### config.mk
export PLATFORM = sky130hd
export DESIGN_NAME = openadc_capture_top
export DESIGN_NICKNAME = d
export VERILOG_FILES = /design/src/verilog/adc_capture_pkg.sv /design/src/verilog/adc_capture_buffer.sv /design/src/verilog/adc_readout.sv /design/src/verilog/adc_reg_block.sv /design/src/verilog/adc_sample_source.sv /design/src/verilog/adc_trigger_unit.sv /design/src/verilog/openadc_capture_top.sv
export SDC_FILE = /design/constraint.sdc
export NUM_CORES = 2
export LEC_CHECK = 0
export BUFFER_PORTS_ARGS = -buffer_cell sky130_fd_sc_hd__buf_2
export CAP_MARGIN = 20
export CORE_MARGIN = 2
export CORE_UTILIZATION = 30
export CTS_CLUSTER_DIAMETER = 120
export CTS_CLUSTER_SIZE = 10
export DETAILED_ROUTE_END_ITERATION = 10
export PLACE_DENSITY_LB_ADDON = 0.1
export SETUP_SLACK_MARGIN = 0.2
export SYNTH_ARGS = -nofsm -noshare
export SYNTH_HDL_FRONTEND = slang
export SYNTH_SLANG_ARGS = --single-unit
### constraint.sdc
create_clock -name ADC_clk_sample -period 8.14 [get_ports ADC_clk_sample]
set_clock_uncertainty 0.15 [all_clocks]
set_input_delay 2.035 -clock ADC_clk_sample [delete_from_list [all_inputs] [get_ports ADC_clk_sample]]
set_output_delay 2.035 -clock ADC_clk_sample [all_outputs]
set_load 0.01 [all_outputs]
### src/verilog/adc_capture_pkg.sv
package adc_capture_pkg;

   localparam int SAMPLE_W  = 12;
   localparam int BUF_DEPTH = 256;
   localparam int BUF_AW    = 8;

   // Register map
   localparam logic [7:0] REG_CTRL       = 8'd0;
   localparam logic [7:0] REG_STATUS     = 8'd1;
   localparam logic [7:0] REG_LEVEL_LO   = 8'd2;
   localparam logic [7:0] REG_LEVEL_HI   = 8'd3;
   localparam logic [7:0] REG_PRESAMPLES = 8'd4;
   localparam logic [7:0] REG_MAXSAMPLES = 8'd5;
   localparam logic [7:0] REG_DOWNSAMPLE = 8'd6;

   typedef struct packed {
      logic [2:0] reserved;   // Read as zero
      logic       low_res;    // One byte per sample on readout
      logic       src_adc;    // 1 = ADC pins, 0 = test counter
      logic       trig_high;  // Trigger polarity
      logic       trig_ext;   // 1 = external pin, 0 = analog level
      logic       arm;        // Write 1 to arm, never stored
   } ctrl_reg_t;

   typedef struct packed {
      ctrl_reg_t            ctrl;
      logic [SAMPLE_W-1:0]  level;
      logic [7:0]           presamples;
      logic [7:0]           maxsamples;   // 0 stands for 256
      logic [7:0]           downsample;
   } capture_cfg_t;

   typedef struct packed {
      logic [4:0] zero;
      logic       data_ready;
      logic       triggered;
      logic       armed;
   } status_t;

   // Readout word, taken either as a sample or as two bytes
   typedef union packed {
      struct packed {
         logic [3:0]          pad;
         logic [SAMPLE_W-1:0] value;
      } full;
      struct packed {
         logic [7:0] hi;
         logic [7:0] lo;
      } bytes;
   } sample_u;

   typedef struct packed {
      logic [7:0] data;
      logic       last;
   } rd_byte_t;

endpackage

### src/verilog/adc_capture_buffer.sv
module adc_capture_buffer (
   input  logic                                 ADC_clk_sample,
   input  logic                                 reset,
   input  adc_capture_pkg::capture_cfg_t        cfg_i,
   input  logic                                 arm_i,
   input  logic                                 strobe_i,
   input  logic [adc_capture_pkg::SAMPLE_W-1:0] sample_i,
   input  logic                                 record_i,
   input  logic                                 trig_hit_i,
   input  logic                                 next_sample_i,
   input  logic                                 rd_done_i,
   output logic                                 capture_done_o,
   output logic                                 data_ready_o,
   output adc_capture_pkg::sample_u             sample_o,
   output logic                                 sample_valid_o
);

   logic [adc_capture_pkg::SAMPLE_W-1:0] mem [adc_capture_pkg::BUF_DEPTH];
   logic [adc_capture_pkg::BUF_AW-1:0]   wr_ptr;
   logic [adc_capture_pkg::BUF_AW-1:0]   rd_ptr;
   logic [adc_capture_pkg::BUF_AW-1:0]   win_start;
   logic [adc_capture_pkg::BUF_AW:0]     total;
   logic [adc_capture_pkg::BUF_AW:0]     post_len;
   logic [adc_capture_pkg::BUF_AW:0]     post_cnt;
   logic                                 post_active;
   logic                                 wr_en;

   assign total = (cfg_i.maxsamples == '0) ?
                  (adc_capture_pkg::BUF_AW+1)'(adc_capture_pkg::BUF_DEPTH) :
                  {1'b0, cfg_i.maxsamples};
   assign post_len  = total - {1'b0, cfg_i.presamples} - 1'b1;   // After the trigger sample
   assign win_start = wr_ptr - cfg_i.presamples;                 // wr_ptr points at trigger
   assign wr_en     = record_i && strobe_i;

   // Done with the last write, so record drops before another strobe lands
   assign capture_done_o = (trig_hit_i && post_len == '0) ||
                           (post_active && wr_en && post_cnt == 1);

   always_ff @(posedge ADC_clk_sample) begin
      if (wr_en)
         mem[wr_ptr] <= sample_i;
      if (next_sample_i) begin
         sample_o.full.pad   <= '0;
         sample_o.full.value <= mem[rd_ptr];
      end
   end

   always_ff @(posedge ADC_clk_sample) begin
      if (reset) begin
         wr_ptr         <= '0;
         rd_ptr         <= '0;
         post_cnt       <= '0;
         post_active    <= 1'b0;
         data_ready_o   <= 1'b0;
         sample_valid_o <= 1'b0;
      end else begin
         sample_valid_o <= next_sample_i;
         if (wr_en)
            wr_ptr <= wr_ptr + 1'b1;

         if (arm_i) begin
            post_active  <= 1'b0;
            data_ready_o <= 1'b0;   // Old window is dropped
         end else begin
            if (trig_hit_i && post_len != '0) begin
               post_active <= 1'b1;
               post_cnt    <= post_len;
            end else if (post_active && wr_en) begin
               post_cnt <= post_cnt - 1'b1;
               if (post_cnt == 1)
                  post_active <= 1'b0;
            end
            if (capture_done_o)
               data_ready_o <= 1'b1;
            else if (rd_done_i)
               data_ready_o <= 1'b0;
         end

         // Replay starts at the window start
         if (trig_hit_i)
            rd_ptr <= win_start;
         else if (next_sample_i)
            rd_ptr <= rd_ptr + 1'b1;
      end
   end

endmodule

### src/verilog/adc_readout.sv
module adc_readout (
   input  logic                          ADC_clk_sample,
   input  logic                          reset,
   input  adc_capture_pkg::capture_cfg_t cfg_i,
   input  logic                          data_ready_i,
   input  adc_capture_pkg::sample_u      sample_i,
   input  logic                          sample_valid_i,
   input  logic                          rd_ready_i,
   output logic                          next_sample_o,
   output logic                          rd_done_o,
   output adc_capture_pkg::rd_byte_t     rd_data_o,
   output logic                          rd_valid_o
);

   logic [adc_capture_pkg::BUF_AW:0] total;
   logic [adc_capture_pkg::BUF_AW:0] rem;   // Samples still to fetch
   logic                             active;
   logic                             pend_lo;
   logic [7:0]                       lo_q;
   logic                             accept;

   assign total = (cfg_i.maxsamples == '0) ?
                  (adc_capture_pkg::BUF_AW+1)'(adc_capture_pkg::BUF_DEPTH) :
                  {1'b0, cfg_i.maxsamples};
   assign accept    = rd_valid_o && rd_ready_i;
   assign rd_done_o = accept && rd_data_o.last;

   always_ff @(posedge ADC_clk_sample) begin
      if (reset) begin
         active        <= 1'b0;
         pend_lo       <= 1'b0;
         rem           <= '0;
         rd_valid_o    <= 1'b0;
         next_sample_o <= 1'b0;
      end else begin
         next_sample_o <= 1'b0;
         if (!data_ready_i) begin
            active     <= 1'b0;   // Window gone or not yet captured
            pend_lo    <= 1'b0;
            rd_valid_o <= 1'b0;
         end else if (!active) begin
            active        <= 1'b1;
            rem           <= total - 1'b1;
            next_sample_o <= 1'b1;
         end else if (sample_valid_i) begin
            rd_valid_o <= 1'b1;
            pend_lo    <= !cfg_i.ctrl.low_res;
         end else if (accept) begin
            if (pend_lo) begin
               pend_lo <= 1'b0;
            end else begin
               rd_valid_o <= 1'b0;
               if (rem != '0) begin
                  rem           <= rem - 1'b1;
                  next_sample_o <= 1'b1;
               end
            end
         end
      end
   end

   // Output byte only changes when empty or accepted
   always_ff @(posedge ADC_clk_sample) begin
      if (sample_valid_i) begin
         lo_q <= sample_i.bytes.lo;
         if (cfg_i.ctrl.low_res) begin
            rd_data_o.data <= sample_i.full.value[11:4];
            rd_data_o.last <= (rem == '0);
         end else begin
            rd_data_o.data <= sample_i.bytes.hi;
            rd_data_o.last <= 1'b0;
         end
      end else if (accept && pend_lo) begin
         rd_data_o.data <= lo_q;
         rd_data_o.last <= (rem == '0);
      end
   end

endmodule

### src/verilog/adc_reg_block.sv
module adc_reg_block (
   input  logic                          ADC_clk_sample,
   input  logic                          reset,
   input  logic [7:0]                    reg_address_i,
   input  logic [7:0]                    reg_datai_i,
   input  logic                          reg_write_i,
   input  logic                          reg_read_i,
   input  adc_capture_pkg::status_t      status_i,
   output logic [7:0]                    reg_datao_o,
   output adc_capture_pkg::capture_cfg_t cfg_o,
   output logic                          arm_o
);

   adc_capture_pkg::ctrl_reg_t ctrl_q;
   adc_capture_pkg::ctrl_reg_t ctrl_raw;
   adc_capture_pkg::ctrl_reg_t ctrl_wr;
   logic [adc_capture_pkg::SAMPLE_W-1:0] level_q;
   logic [7:0] presamples_q;
   logic [7:0] maxsamples_q;
   logic [7:0] downsample_q;
   logic [7:0] rd_mux;

   assign ctrl_raw = adc_capture_pkg::ctrl_reg_t'(reg_datai_i);

   // Stored control byte keeps neither the arm strobe nor reserved bits
   always_comb begin
      ctrl_wr          = ctrl_raw;
      ctrl_wr.arm      = 1'b0;
      ctrl_wr.reserved = '0;
   end

   always_ff @(posedge ADC_clk_sample) begin
      if (reset) begin
         ctrl_q       <= '0;
         level_q      <= '0;
         presamples_q <= '0;
         maxsamples_q <= '0;
         downsample_q <= '0;
         arm_o        <= 1'b0;
      end else begin
         arm_o <= 1'b0;
         if (reg_write_i) begin
            case (reg_address_i)
               adc_capture_pkg::REG_CTRL: begin
                  ctrl_q <= ctrl_wr;
                  arm_o  <= ctrl_raw.arm;   // One-cycle arm pulse
               end
               adc_capture_pkg::REG_LEVEL_LO:   level_q[7:0]  <= reg_datai_i;
               adc_capture_pkg::REG_LEVEL_HI:   level_q[11:8] <= reg_datai_i[3:0];
               adc_capture_pkg::REG_PRESAMPLES: presamples_q  <= reg_datai_i;
               adc_capture_pkg::REG_MAXSAMPLES: maxsamples_q  <= reg_datai_i;
               adc_capture_pkg::REG_DOWNSAMPLE: downsample_q  <= reg_datai_i;
               default: ;
            endcase
         end
      end
   end

   always_comb begin
      case (reg_address_i)
         adc_capture_pkg::REG_CTRL:       rd_mux = ctrl_q;
         adc_capture_pkg::REG_STATUS:     rd_mux = status_i;
         adc_capture_pkg::REG_LEVEL_LO:   rd_mux = level_q[7:0];
         adc_capture_pkg::REG_LEVEL_HI:   rd_mux = {4'h0, level_q[11:8]};
         adc_capture_pkg::REG_PRESAMPLES: rd_mux = presamples_q;
         adc_capture_pkg::REG_MAXSAMPLES: rd_mux = maxsamples_q;
         adc_capture_pkg::REG_DOWNSAMPLE: rd_mux = downsample_q;
         default:                         rd_mux = '0;
      endcase
   end

   // Read data is held until the next read strobe
   always_ff @(posedge ADC_clk_sample) begin
      if (reset)
         reg_datao_o <= '0;
      else if (reg_read_i)
         reg_datao_o <= rd_mux;
   end

   assign cfg_o.ctrl       = ctrl_q;
   assign cfg_o.level      = level_q;
   assign cfg_o.presamples = presamples_q;
   assign cfg_o.maxsamples = maxsamples_q;
   assign cfg_o.downsample = downsample_q;

endmodule

### src/verilog/adc_sample_source.sv
module adc_sample_source (
   input  logic                                 ADC_clk_sample,
   input  logic                                 reset,
   input  logic [adc_capture_pkg::SAMPLE_W-1:0] adc_data_i,
   input  logic                                 ext_trigger_i,
   input  adc_capture_pkg::capture_cfg_t        cfg_i,
   input  logic                                 arm_i,
   output logic                                 strobe_o,
   output logic [adc_capture_pkg::SAMPLE_W-1:0] sample_o,
   output logic                                 ext_o
);

   logic [adc_capture_pkg::SAMPLE_W-1:0] test_cnt;
   logic [7:0] div_cnt;
   logic       div_hit;

   assign div_hit = (div_cnt == cfg_i.downsample);

   always_ff @(posedge ADC_clk_sample) begin
      if (reset) begin
         test_cnt <= '0;
         div_cnt  <= '0;
         strobe_o <= 1'b0;
      end else begin
         test_cnt <= test_cnt + 1'b1;   // Free running, wraps at 4096
         if (arm_i || div_hit)
            div_cnt <= '0;              // Arm restarts the divider phase
         else
            div_cnt <= div_cnt + 1'b1;
         strobe_o <= div_hit;
      end
   end

   // Sample and trigger pin are taken on the same edge as the strobe
   always_ff @(posedge ADC_clk_sample) begin
      sample_o <= cfg_i.ctrl.src_adc ? adc_data_i : test_cnt;
      ext_o    <= ext_trigger_i;
   end

endmodule

### src/verilog/adc_trigger_unit.sv
module adc_trigger_unit (
   input  logic                                 ADC_clk_sample,
   input  logic                                 reset,
   input  adc_capture_pkg::capture_cfg_t        cfg_i,
   input  logic                                 arm_i,
   input  logic                                 strobe_i,
   input  logic [adc_capture_pkg::SAMPLE_W-1:0] sample_i,
   input  logic                                 ext_i,
   input  logic                                 capture_done_i,
   output logic                                 armed_o,
   output logic                                 triggered_o,
   output logic                                 record_o,
   output logic                                 trig_hit_o
);

   typedef enum logic [1:0] {
      ST_IDLE,
      ST_WAIT,
      ST_TRIG
   } state_t;

   state_t     state;
   logic [7:0] pre_cnt;
   logic       pre_done;
   logic       level_hit;
   logic       hit;

   assign pre_done  = (pre_cnt == cfg_i.presamples);
   assign level_hit = cfg_i.ctrl.trig_high ? (sample_i >= cfg_i.level)
                                           : (sample_i <= cfg_i.level);
   assign hit       = cfg_i.ctrl.trig_ext ? (ext_i == cfg_i.ctrl.trig_high) : level_hit;

   // Hit is only taken once the presamples are in the buffer
   assign trig_hit_o = (state == ST_WAIT) && strobe_i && pre_done && hit;

   assign armed_o  = (state != ST_IDLE);
   assign record_o = (state == ST_WAIT) || (state == ST_TRIG);

   always_ff @(posedge ADC_clk_sample) begin
      if (reset) begin
         state       <= ST_IDLE;
         pre_cnt     <= '0;
         triggered_o <= 1'b0;
      end else if (arm_i) begin
         state       <= ST_WAIT;   // Re-arming restarts any capture
         pre_cnt     <= '0;
         triggered_o <= 1'b0;
      end else begin
         case (state)
            ST_WAIT: begin
               if (trig_hit_o) begin
                  triggered_o <= 1'b1;
                  state       <= capture_done_i ? ST_IDLE : ST_TRIG;
               end else if (strobe_i && !pre_done) begin
                  pre_cnt <= pre_cnt + 1'b1;
               end
            end
            ST_TRIG: if (capture_done_i) state <= ST_IDLE;
            default: ;
         endcase
      end
   end

endmodule

### src/verilog/openadc_capture_top.sv
module openadc_capture_top (
   input  logic                                 ADC_clk_sample,
   input  logic                                 reset,
   input  logic [adc_capture_pkg::SAMPLE_W-1:0] adc_data_i,
   input  logic                                 ext_trigger_i,
   input  logic [7:0]                           reg_address_i,
   input  logic [7:0]                           reg_datai_i,
   input  logic                                 reg_write_i,
   input  logic                                 reg_read_i,
   output logic [7:0]                           reg_datao_o,
   output adc_capture_pkg::rd_byte_t            rd_data_o,
   output logic                                 rd_valid_o,
   input  logic                                 rd_ready_i
);

   adc_capture_pkg::capture_cfg_t        cfg;
   adc_capture_pkg::status_t             status;
   adc_capture_pkg::sample_u             buf_sample;
   logic [adc_capture_pkg::SAMPLE_W-1:0] sample;
   logic arm;
   logic strobe;
   logic ext;
   logic armed;
   logic triggered;
   logic record;
   logic trig_hit;
   logic capture_done;
   logic data_ready;
   logic next_sample;
   logic sample_valid;
   logic rd_done;

   assign status.zero       = '0;
   assign status.data_ready = data_ready;
   assign status.triggered  = triggered;
   assign status.armed      = armed;

   adc_reg_block adc_reg_block_inst (
      .ADC_clk_sample (ADC_clk_sample),
      .reset          (reset),
      .reg_address_i  (reg_address_i),
      .reg_datai_i    (reg_datai_i),
      .reg_write_i    (reg_write_i),
      .reg_read_i     (reg_read_i),
      .status_i       (status),
      .reg_datao_o    (reg_datao_o),
      .cfg_o          (cfg),
      .arm_o          (arm)
   );

   adc_sample_source adc_sample_source_inst (
      .ADC_clk_sample (ADC_clk_sample),
      .reset          (reset),
      .adc_data_i     (adc_data_i),
      .ext_trigger_i  (ext_trigger_i),
      .cfg_i          (cfg),
      .arm_i          (arm),
      .strobe_o       (strobe),
      .sample_o       (sample),
      .ext_o          (ext)
   );

   adc_trigger_unit adc_trigger_unit_inst (
      .ADC_clk_sample (ADC_clk_sample),
      .reset          (reset),
      .cfg_i          (cfg),
      .arm_i          (arm),
      .strobe_i       (strobe),
      .sample_i       (sample),
      .ext_i          (ext),
      .capture_done_i (capture_done),
      .armed_o        (armed),
      .triggered_o    (triggered),
      .record_o       (record),
      .trig_hit_o     (trig_hit)
   );

   adc_capture_buffer adc_capture_buffer_inst (
      .ADC_clk_sample (ADC_clk_sample),
      .reset          (reset),
      .cfg_i          (cfg),
      .arm_i          (arm),
      .strobe_i       (strobe),
      .sample_i       (sample),
      .record_i       (record),
      .trig_hit_i     (trig_hit),
      .next_sample_i  (next_sample),
      .rd_done_i      (rd_done),
      .capture_done_o (capture_done),
      .data_ready_o   (data_ready),
      .sample_o       (buf_sample),
      .sample_valid_o (sample_valid)
   );

   adc_readout adc_readout_inst (
      .ADC_clk_sample (ADC_clk_sample),
      .reset          (reset),
      .cfg_i          (cfg),
      .data_ready_i   (data_ready),
      .sample_i       (buf_sample),
      .sample_valid_i (sample_valid),
      .rd_ready_i     (rd_ready_i),
      .next_sample_o  (next_sample),
      .rd_done_o      (rd_done),
      .rd_data_o      (rd_data_o),
      .rd_valid_o     (rd_valid_o)
   );

endmodule
After elaboration in Yosys (flattened, before gate mapping) --
Memory sizes are Yosys's and may differ from the RTL's. A register that Yosys moved wholly into a read port is not among the register bits. Index checks and enable logic that the tools add are counted.
Word-level totals: flip-flop bits (word level) 152, bits in writable memories 3072, input bits 34, output and inout port bits 18, logic and storage cells 165, memories 1
Memories:
- adc_capture_buffer_inst.mem | words 256, width 12, rd ports 1, clocked after memory_dff 1, wr ports 1, RTL line adc_capture_buffer.sv:18 | logic [adc_capture_pkg::SAMPLE_W-1:0] mem [adc_capture_pkg::BUF_DEPTH];
Cells by class: $add $sub $neg 11, order comparisons 2, equality and inequality tests 21, multiplexer cells 40, bitwise logic cells 5, reductions and logical operators 51
Operators by type and width (count):
- $mux 9 | 11
- $pmux 8 s7 | 1
- $sub 9x1->9 const B | 4
- $add 8x1->8 const B | 4
- $eq 8x3->1 const B | 3
- $mux 1 | 21
- $reduce_and 2->1 | 10
- $logic_not 9->1 | 2
- $reduce_bool 9->1 | 2
- $eq 8x2->1 const B | 2
- $eq 8x8->1 | 2
- $logic_not 8->1 | 2
- $mux 8 | 2
- $reduce_bool 2->1 | 8
- $add 12x1->12 const B | 1
- $ge 12x12->1 | 1
- $le 12x12->1 | 1
- $logic_and 1x1->1 | 12
- $mux 12 | 1
- $reduce_and 3->1 | 4
- $ne 2x2->1 const B | 5
- $eq 9x1->1 const B | 1
- $sub 9x8->9 | 1
- $eq 8x1->1 const B | 1
- 15 further kinds | 28

Logic depth before layout (Yosys ltp) --
depth in word-level cells 11, mapped depth 13, depth with buffers taken out 12

Cells and area by module --
Synthesis repeated with hierarchy kept, for this count alone.
Unflattened totals: cell total of the unflattened synthesis 6398, area, all modules 128127.9 µm²
Modules (own cells, without submodules):
- adc_capture_buffer | times used 1, cells each 5752, area each 121771.8 µm², sequential area each 93169.4 µm²
- adc_reg_block | times used 1, cells each 232, area each 2285.9 µm², sequential area each 980.9 µm²
- adc_readout | times used 1, cells each 167, area each 1651.6 µm², sequential area each 770.7 µm²
- adc_sample_source | times used 1, cells each 124, area each 1375.1 µm², sequential area each 680.7 µm²
- adc_trigger_unit | times used 1, cells each 122, area each 1039.7 µm², sequential area each 220.2 µm²
- openadc_capture_top | times used 1, cells each 1, area each 3.8 µm², sequential area each 0.0 µm²

Least setup slack after synthesis --
OpenSTA, ideal clock, no wires.
path kind register to register, start point register adc_sample_source_inst.sample_o[9] (netlist bit), end point register adc_capture_buffer_inst.post_cnt[1] (netlist bit), library setup time 117 ps, arrival 5948 ps, required time 7873 ps, setup slack 1925 ps, cell stages (with the launch flop) 11, buffers on the path 1, clock period less this slack 6215 ps, cell sequence dfxtp_1 ha_1 nand4_1 nor3_1 or3_1 or4_1 a31oi_1 buf_2 a21oi_1 o21a_1 a22o_1
Between the ends: cells in the longest elaborated chain, start to end 7, elaborated cells on any way between the ends 9, those cells by class order compare: 2; mux: 3; reduce/logical: 4
Ends and longest elaborated chain:
- start, declared | RTL line adc_sample_source.sv:9 | output logic [adc_capture_pkg::SAMPLE_W-1:0] sample_o,
- start signal, assigned | RTL line adc_sample_source.sv:36 | sample_o <= cfg_i.ctrl.src_adc ? adc_data_i : test_cnt;
- $le 12x12->1 or $ge 12x12->1 (tied branches) | RTL line adc_trigger_unit.sv:30, adc_trigger_unit.sv:29
- $mux 1 * | RTL line adc_trigger_unit.sv:29 | assign level_hit = cfg_i.ctrl.trig_high ? (sample_i >= cfg_i.level)
- $mux 1 * | RTL line adc_trigger_unit.sv:31 | assign hit = cfg_i.ctrl.trig_ext ? (ext_i == cfg_i.ctrl.trig_high) : level_hit;
- $logic_and 1x1->1 * | RTL line adc_trigger_unit.sv:34 | assign trig_hit_o = (state == ST_WAIT) && strobe_i && pre_done && hit;
- $logic_and 1x1->1 * | RTL line adc_capture_buffer.sv:65 | if (trig_hit_i && post_len != '0) begin
- $reduce_bool 2->1 (no source line)
- $reduce_and 2->1 (no source line)
- end signal, assigned | RTL line adc_capture_buffer.sv:67 | post_cnt <= post_len;
- end signal, assigned | RTL line adc_capture_buffer.sv:69 | post_cnt <= post_cnt - 1'b1;
- end, declared | RTL line adc_capture_buffer.sv:24 | logic [adc_capture_pkg::BUF_AW:0] post_cnt;
Every way passes the cells marked *; elsewhere a longest branch is shown, timed or not. A chain may end at the register's enable or synchronous reset.

==> impl_metrics.env <==
export IMPL_status="finished clean"
export IMPL_avgSynthCellArea_um2=21.78
export IMPL_postCtsSetupBuffers=0
export IMPL_endpoint="adc_capture_buffer_inst.sample_o[3]"
export IMPL_areaGrowthSynthToFinish_pct=14.62
export IMPL_portBuffers=51
export IMPL_syn_nets=5861
export IMPL_worstPathArrival_ns=6.10
export IMPL_vias=60300
export IMPL_synth_top_family_by_area="multiplexers"
export IMPL_global_route_overflow_total=0
export IMPL_worst_pin_slew_ns=1.187
export IMPL_path_cells="buf_4, buf_4, mux4_2, mux4_2, a221oi_1, o21ai_0, and4_1"
export IMPL_synth_fa_ha_area_share_pct=0.4390
export IMPL_setup_tns_ns=0
export IMPL_synth_xor_area_share_pct=0.4310
export IMPL_ys_top_cells_by_area="edfxtp_1, mux4_2, dfxtp_1"
export IMPL_ys_flop_type="edfxtp_1"
export IMPL_synth_warnings=0
export IMPL_antenna_found_initial=31
export IMPL_firstDrtPassIters=5
export IMPL_end_kind="flop"
export IMPL_ant_nets=0
export IMPL_routed_wirelength_um=381600
export IMPL_gp_congestion=0.7712
export IMPL_maxSlewViolCount=0
export IMPL_cts_sinks=3236
export IMPL_worstPathMaxFanout=35
export IMPL_start_util_pct=30.17
export IMPL_cp_start_kind="flop"
export IMPL_fill_cells=38730
export IMPL_timing_rr_start="adc_capture_buffer_inst.rd_ptr[0]"
export IMPL_crit_required_ns=8.68
export IMPL_crit_path_start="adc_capture_buffer_inst.rd_ptr[0]"
export IMPL_cts_buffer_depth=4
export IMPL_synth_common_cells="edfxtp_1, mux4_2, nor2_1, clkbuf_1, nand2_1"
export IMPL_ctsResizeCount=0
export IMPL_ys_types=63
export IMPL_synth_compound_area_share_pct=1.778
export IMPL_critPathKind="flop to flop"
export IMPL_cts_tree="yes"
export IMPL_grt_usage_pct=17.72
export IMPL_maxCapViolations=0
export IMPL_synthMuxAreaShare_pct=17.52
export IMPL_cts_buffers=362
export IMPL_synth_area_mm2=0.1260
export IMPL_final_hold_viol_count=0
export IMPL_coreArea_mm2=0.4175
export IMPL_synth_cells=5784
export IMPL_slowest_stage="dfxtp_4"
export IMPL_rsz0062_at_grt="false"
export IMPL_yosys_area_share_simple_pct=2.431
export IMPL_r2r_cells=7
export IMPL_clockRootBuffer="clkbuf_16"
export IMPL_final_setup_viol_count=0
export IMPL_drc=0
export IMPL_max_freq_ghz=0.1799
export IMPL_synth_most_common_cell="edfxtp_1"
export IMPL_finalCritPeriodShare_pct=68.30
export IMPL_drive_gt1_share_pct=30.25
export IMPL_rows=237
export IMPL_fin_crit_ns=5.559
export IMPL_layout_nets=6193
export IMPL_ir_worst_vdd_mv=0.1925
export IMPL_synth_edf_count=3101
export IMPL_cpPeakStageDelay_ns=1.01
export IMPL_clock_latency_ns=0.94
export IMPL_cellPowerDensity_mw_per_mm2=227.3
export IMPL_yosysSeqAreaShare_pct=76.06
export IMPL_hold_path_class="flop to flop"
export IMPL_viasPerCell=5.157
export IMPL_drtIter0Drc=6224
export IMPL_grt_pass1_wl_um=527200
export IMPL_max_slew_margin_pct=20.78
export IMPL_fp_dieArea_mm2=0.4252
export IMPL_async_flop_share_pct=0
export IMPL_place_hpwl_um=224900
export IMPL_r2r_end="adc_capture_buffer_inst.sample_o[3]"
export IMPL_ys_ff_latch=3236
export IMPL_dp_cells=11240
export IMPL_io_pins=52
export IMPL_reg2reg_slack_ns=2.58
export IMPL_cellLeakagePower_nw=43.06
export IMPL_yosys_area_top_type="edfxtp_1"
export IMPL_avgRoutedWirePerCell_um=32.63
export IMPL_cts_reportedPaths_clkPinSlew_ns=0.06
export IMPL_fp_dieW_um=652.0
export IMPL_grt_pass1_vias=62600
export IMPL_cts_max_level=5
export IMPL_grt_max_degree=177
export IMPL_fin_cells=11690
export IMPL_die_h_um=652.0
export IMPL_yosys_area_top_type_share_pct=73.91
export IMPL_hold_buffers=0
cell usage in the layout (no fill, tap or decap), types with 75 or more instances in the layout:
| cell | instances |
|---|---|
| nor2_2 | 168 |
| a21oi_1 | 111 |
| nand2_1 | 140 |
| edfxtp_1 | 3101 |
| nor2_1 | 193 |
| buf_4 | 204 |
| dfxtp_1 | 117 |
| nand3_1 | 75 |
| mux4_2 | 950 |
| clkbuf_16 | 366 |
routing by layer:
layer	vias to the layer above	global-route usage, %	wire length [um]
met5	-	0	0
met4	0	3.933	8526
met3	469	2.385	17290
met2	1499	29.36	185400
met1	33560	24.88	170300
li1	24770	-	-
flip-flops by register name, summed over array words and instances (netlist names), 2 cells and up:
register                          cells
adc_readout_inst.rem                  9
adc_reg_block_inst.reg_datao_o        8
adc_trigger_unit_inst.pre_cnt         8
adc_reg_block_inst.cfg_o              4
adc_reg_block_inst.level_q           12
adc_readout_inst.lo_q                 8
adc_sample_source_inst.div_cnt        8
adc_trigger_unit_inst.state           2
adc_reg_block_inst.downsample_q       8
adc_capture_buffer_inst.post_cnt      9
adc_reg_block_inst.presamples_q       8
adc_reg_block_inst.maxsamples_q       8
adc_sample_source_inst.sample_o      12
adc_capture_buffer_inst.sample_o     12
adc_capture_buffer_inst.mem        3072
adc_capture_buffer_inst.wr_ptr        8
adc_sample_source_inst.test_cnt      12
adc_readout_inst.rd_data_o            9
adc_capture_buffer_inst.rd_ptr        8
worst min path at each step:
stage | startpoint | endpoint | slack, ns | cells past startpoint
after floorplan | adc_capture_buffer_inst.sample_o[0] | adc_readout_inst.lo_q[0] | 0.25 | 0
after global placement | adc_sample_source_inst.test_cnt[0] | adc_sample_source_inst.test_cnt[0] | 0.30 | 1
after detailed placement | adc_capture_buffer_inst.sample_o[2] | adc_readout_inst.lo_q[2] | 0.29 | 0
after CTS | adc_capture_buffer_inst.sample_o[2] | adc_readout_inst.lo_q[2] | 0.30 | 0
after global routing | adc_capture_buffer_inst.sample_o[4] | adc_readout_inst.lo_q[4] | 0.32 | 0
final | adc_capture_buffer_inst.sample_o[2] | adc_readout_inst.lo_q[2] | 0.30 | 0
stage by stage:
stage                     setup WS, ns  instance area, um^2  total power, mW  util (%)  hold slack (ns)
after floorplan                  1.925               126000            18.56         -           0.2503
after global placement           2.391               134200            18.66     32.13           0.2961
after detailed placement         2.456               134500            18.67     32.22           0.2854
after CTS                        2.442               144300            33.22     34.55           0.3000
after global routing             2.317               144400            33.79     34.58           0.3212
final                            2.581               144400            32.82     34.58           0.2982
worst max-delay path, delay by kind of cell, from the launching register on:
| kind | cells | cell delay (ns) |
|---|---|---|
| compound gates | 2 | 1.55 |
| buf+inv | 2 | 1.12 |
| mux | 2 | 1.06 |
| flops | 1 | 1.01 |
| simple gates | 1 | 0.36 |
area by class of cell:
type	count	area (um^2)	share of cell area [%]
antenna	8	20.02	0.01386
inverter	44	165.2	0.1144
clock inverter	26	400.4	0.2773
tap	5497	6878	4.763
clock buffer	410	9334	6.464
sequential	3236	95880	66.40
multi-input combinational	2170	29040	20.11
timing repair buffer	302	2679	1.855
cells by family after synthesis:
family	after synthesis
DFF	3236
buffers and inverters	378
xor gates and xnor gates	62
and+or+nand+nor	709
AOI/OAI and AO/OA	340
adders and majority gates	43
muxes	1016
report_power, final:
part / switching [mW] / internal (mW)
combinational: 0.171 / 0.0375
sequential: 0.0291 / 18.1
clock: 6.47 / 8.03
total: 6.67 / 26.1
Power figures use the tool's default switching activity.
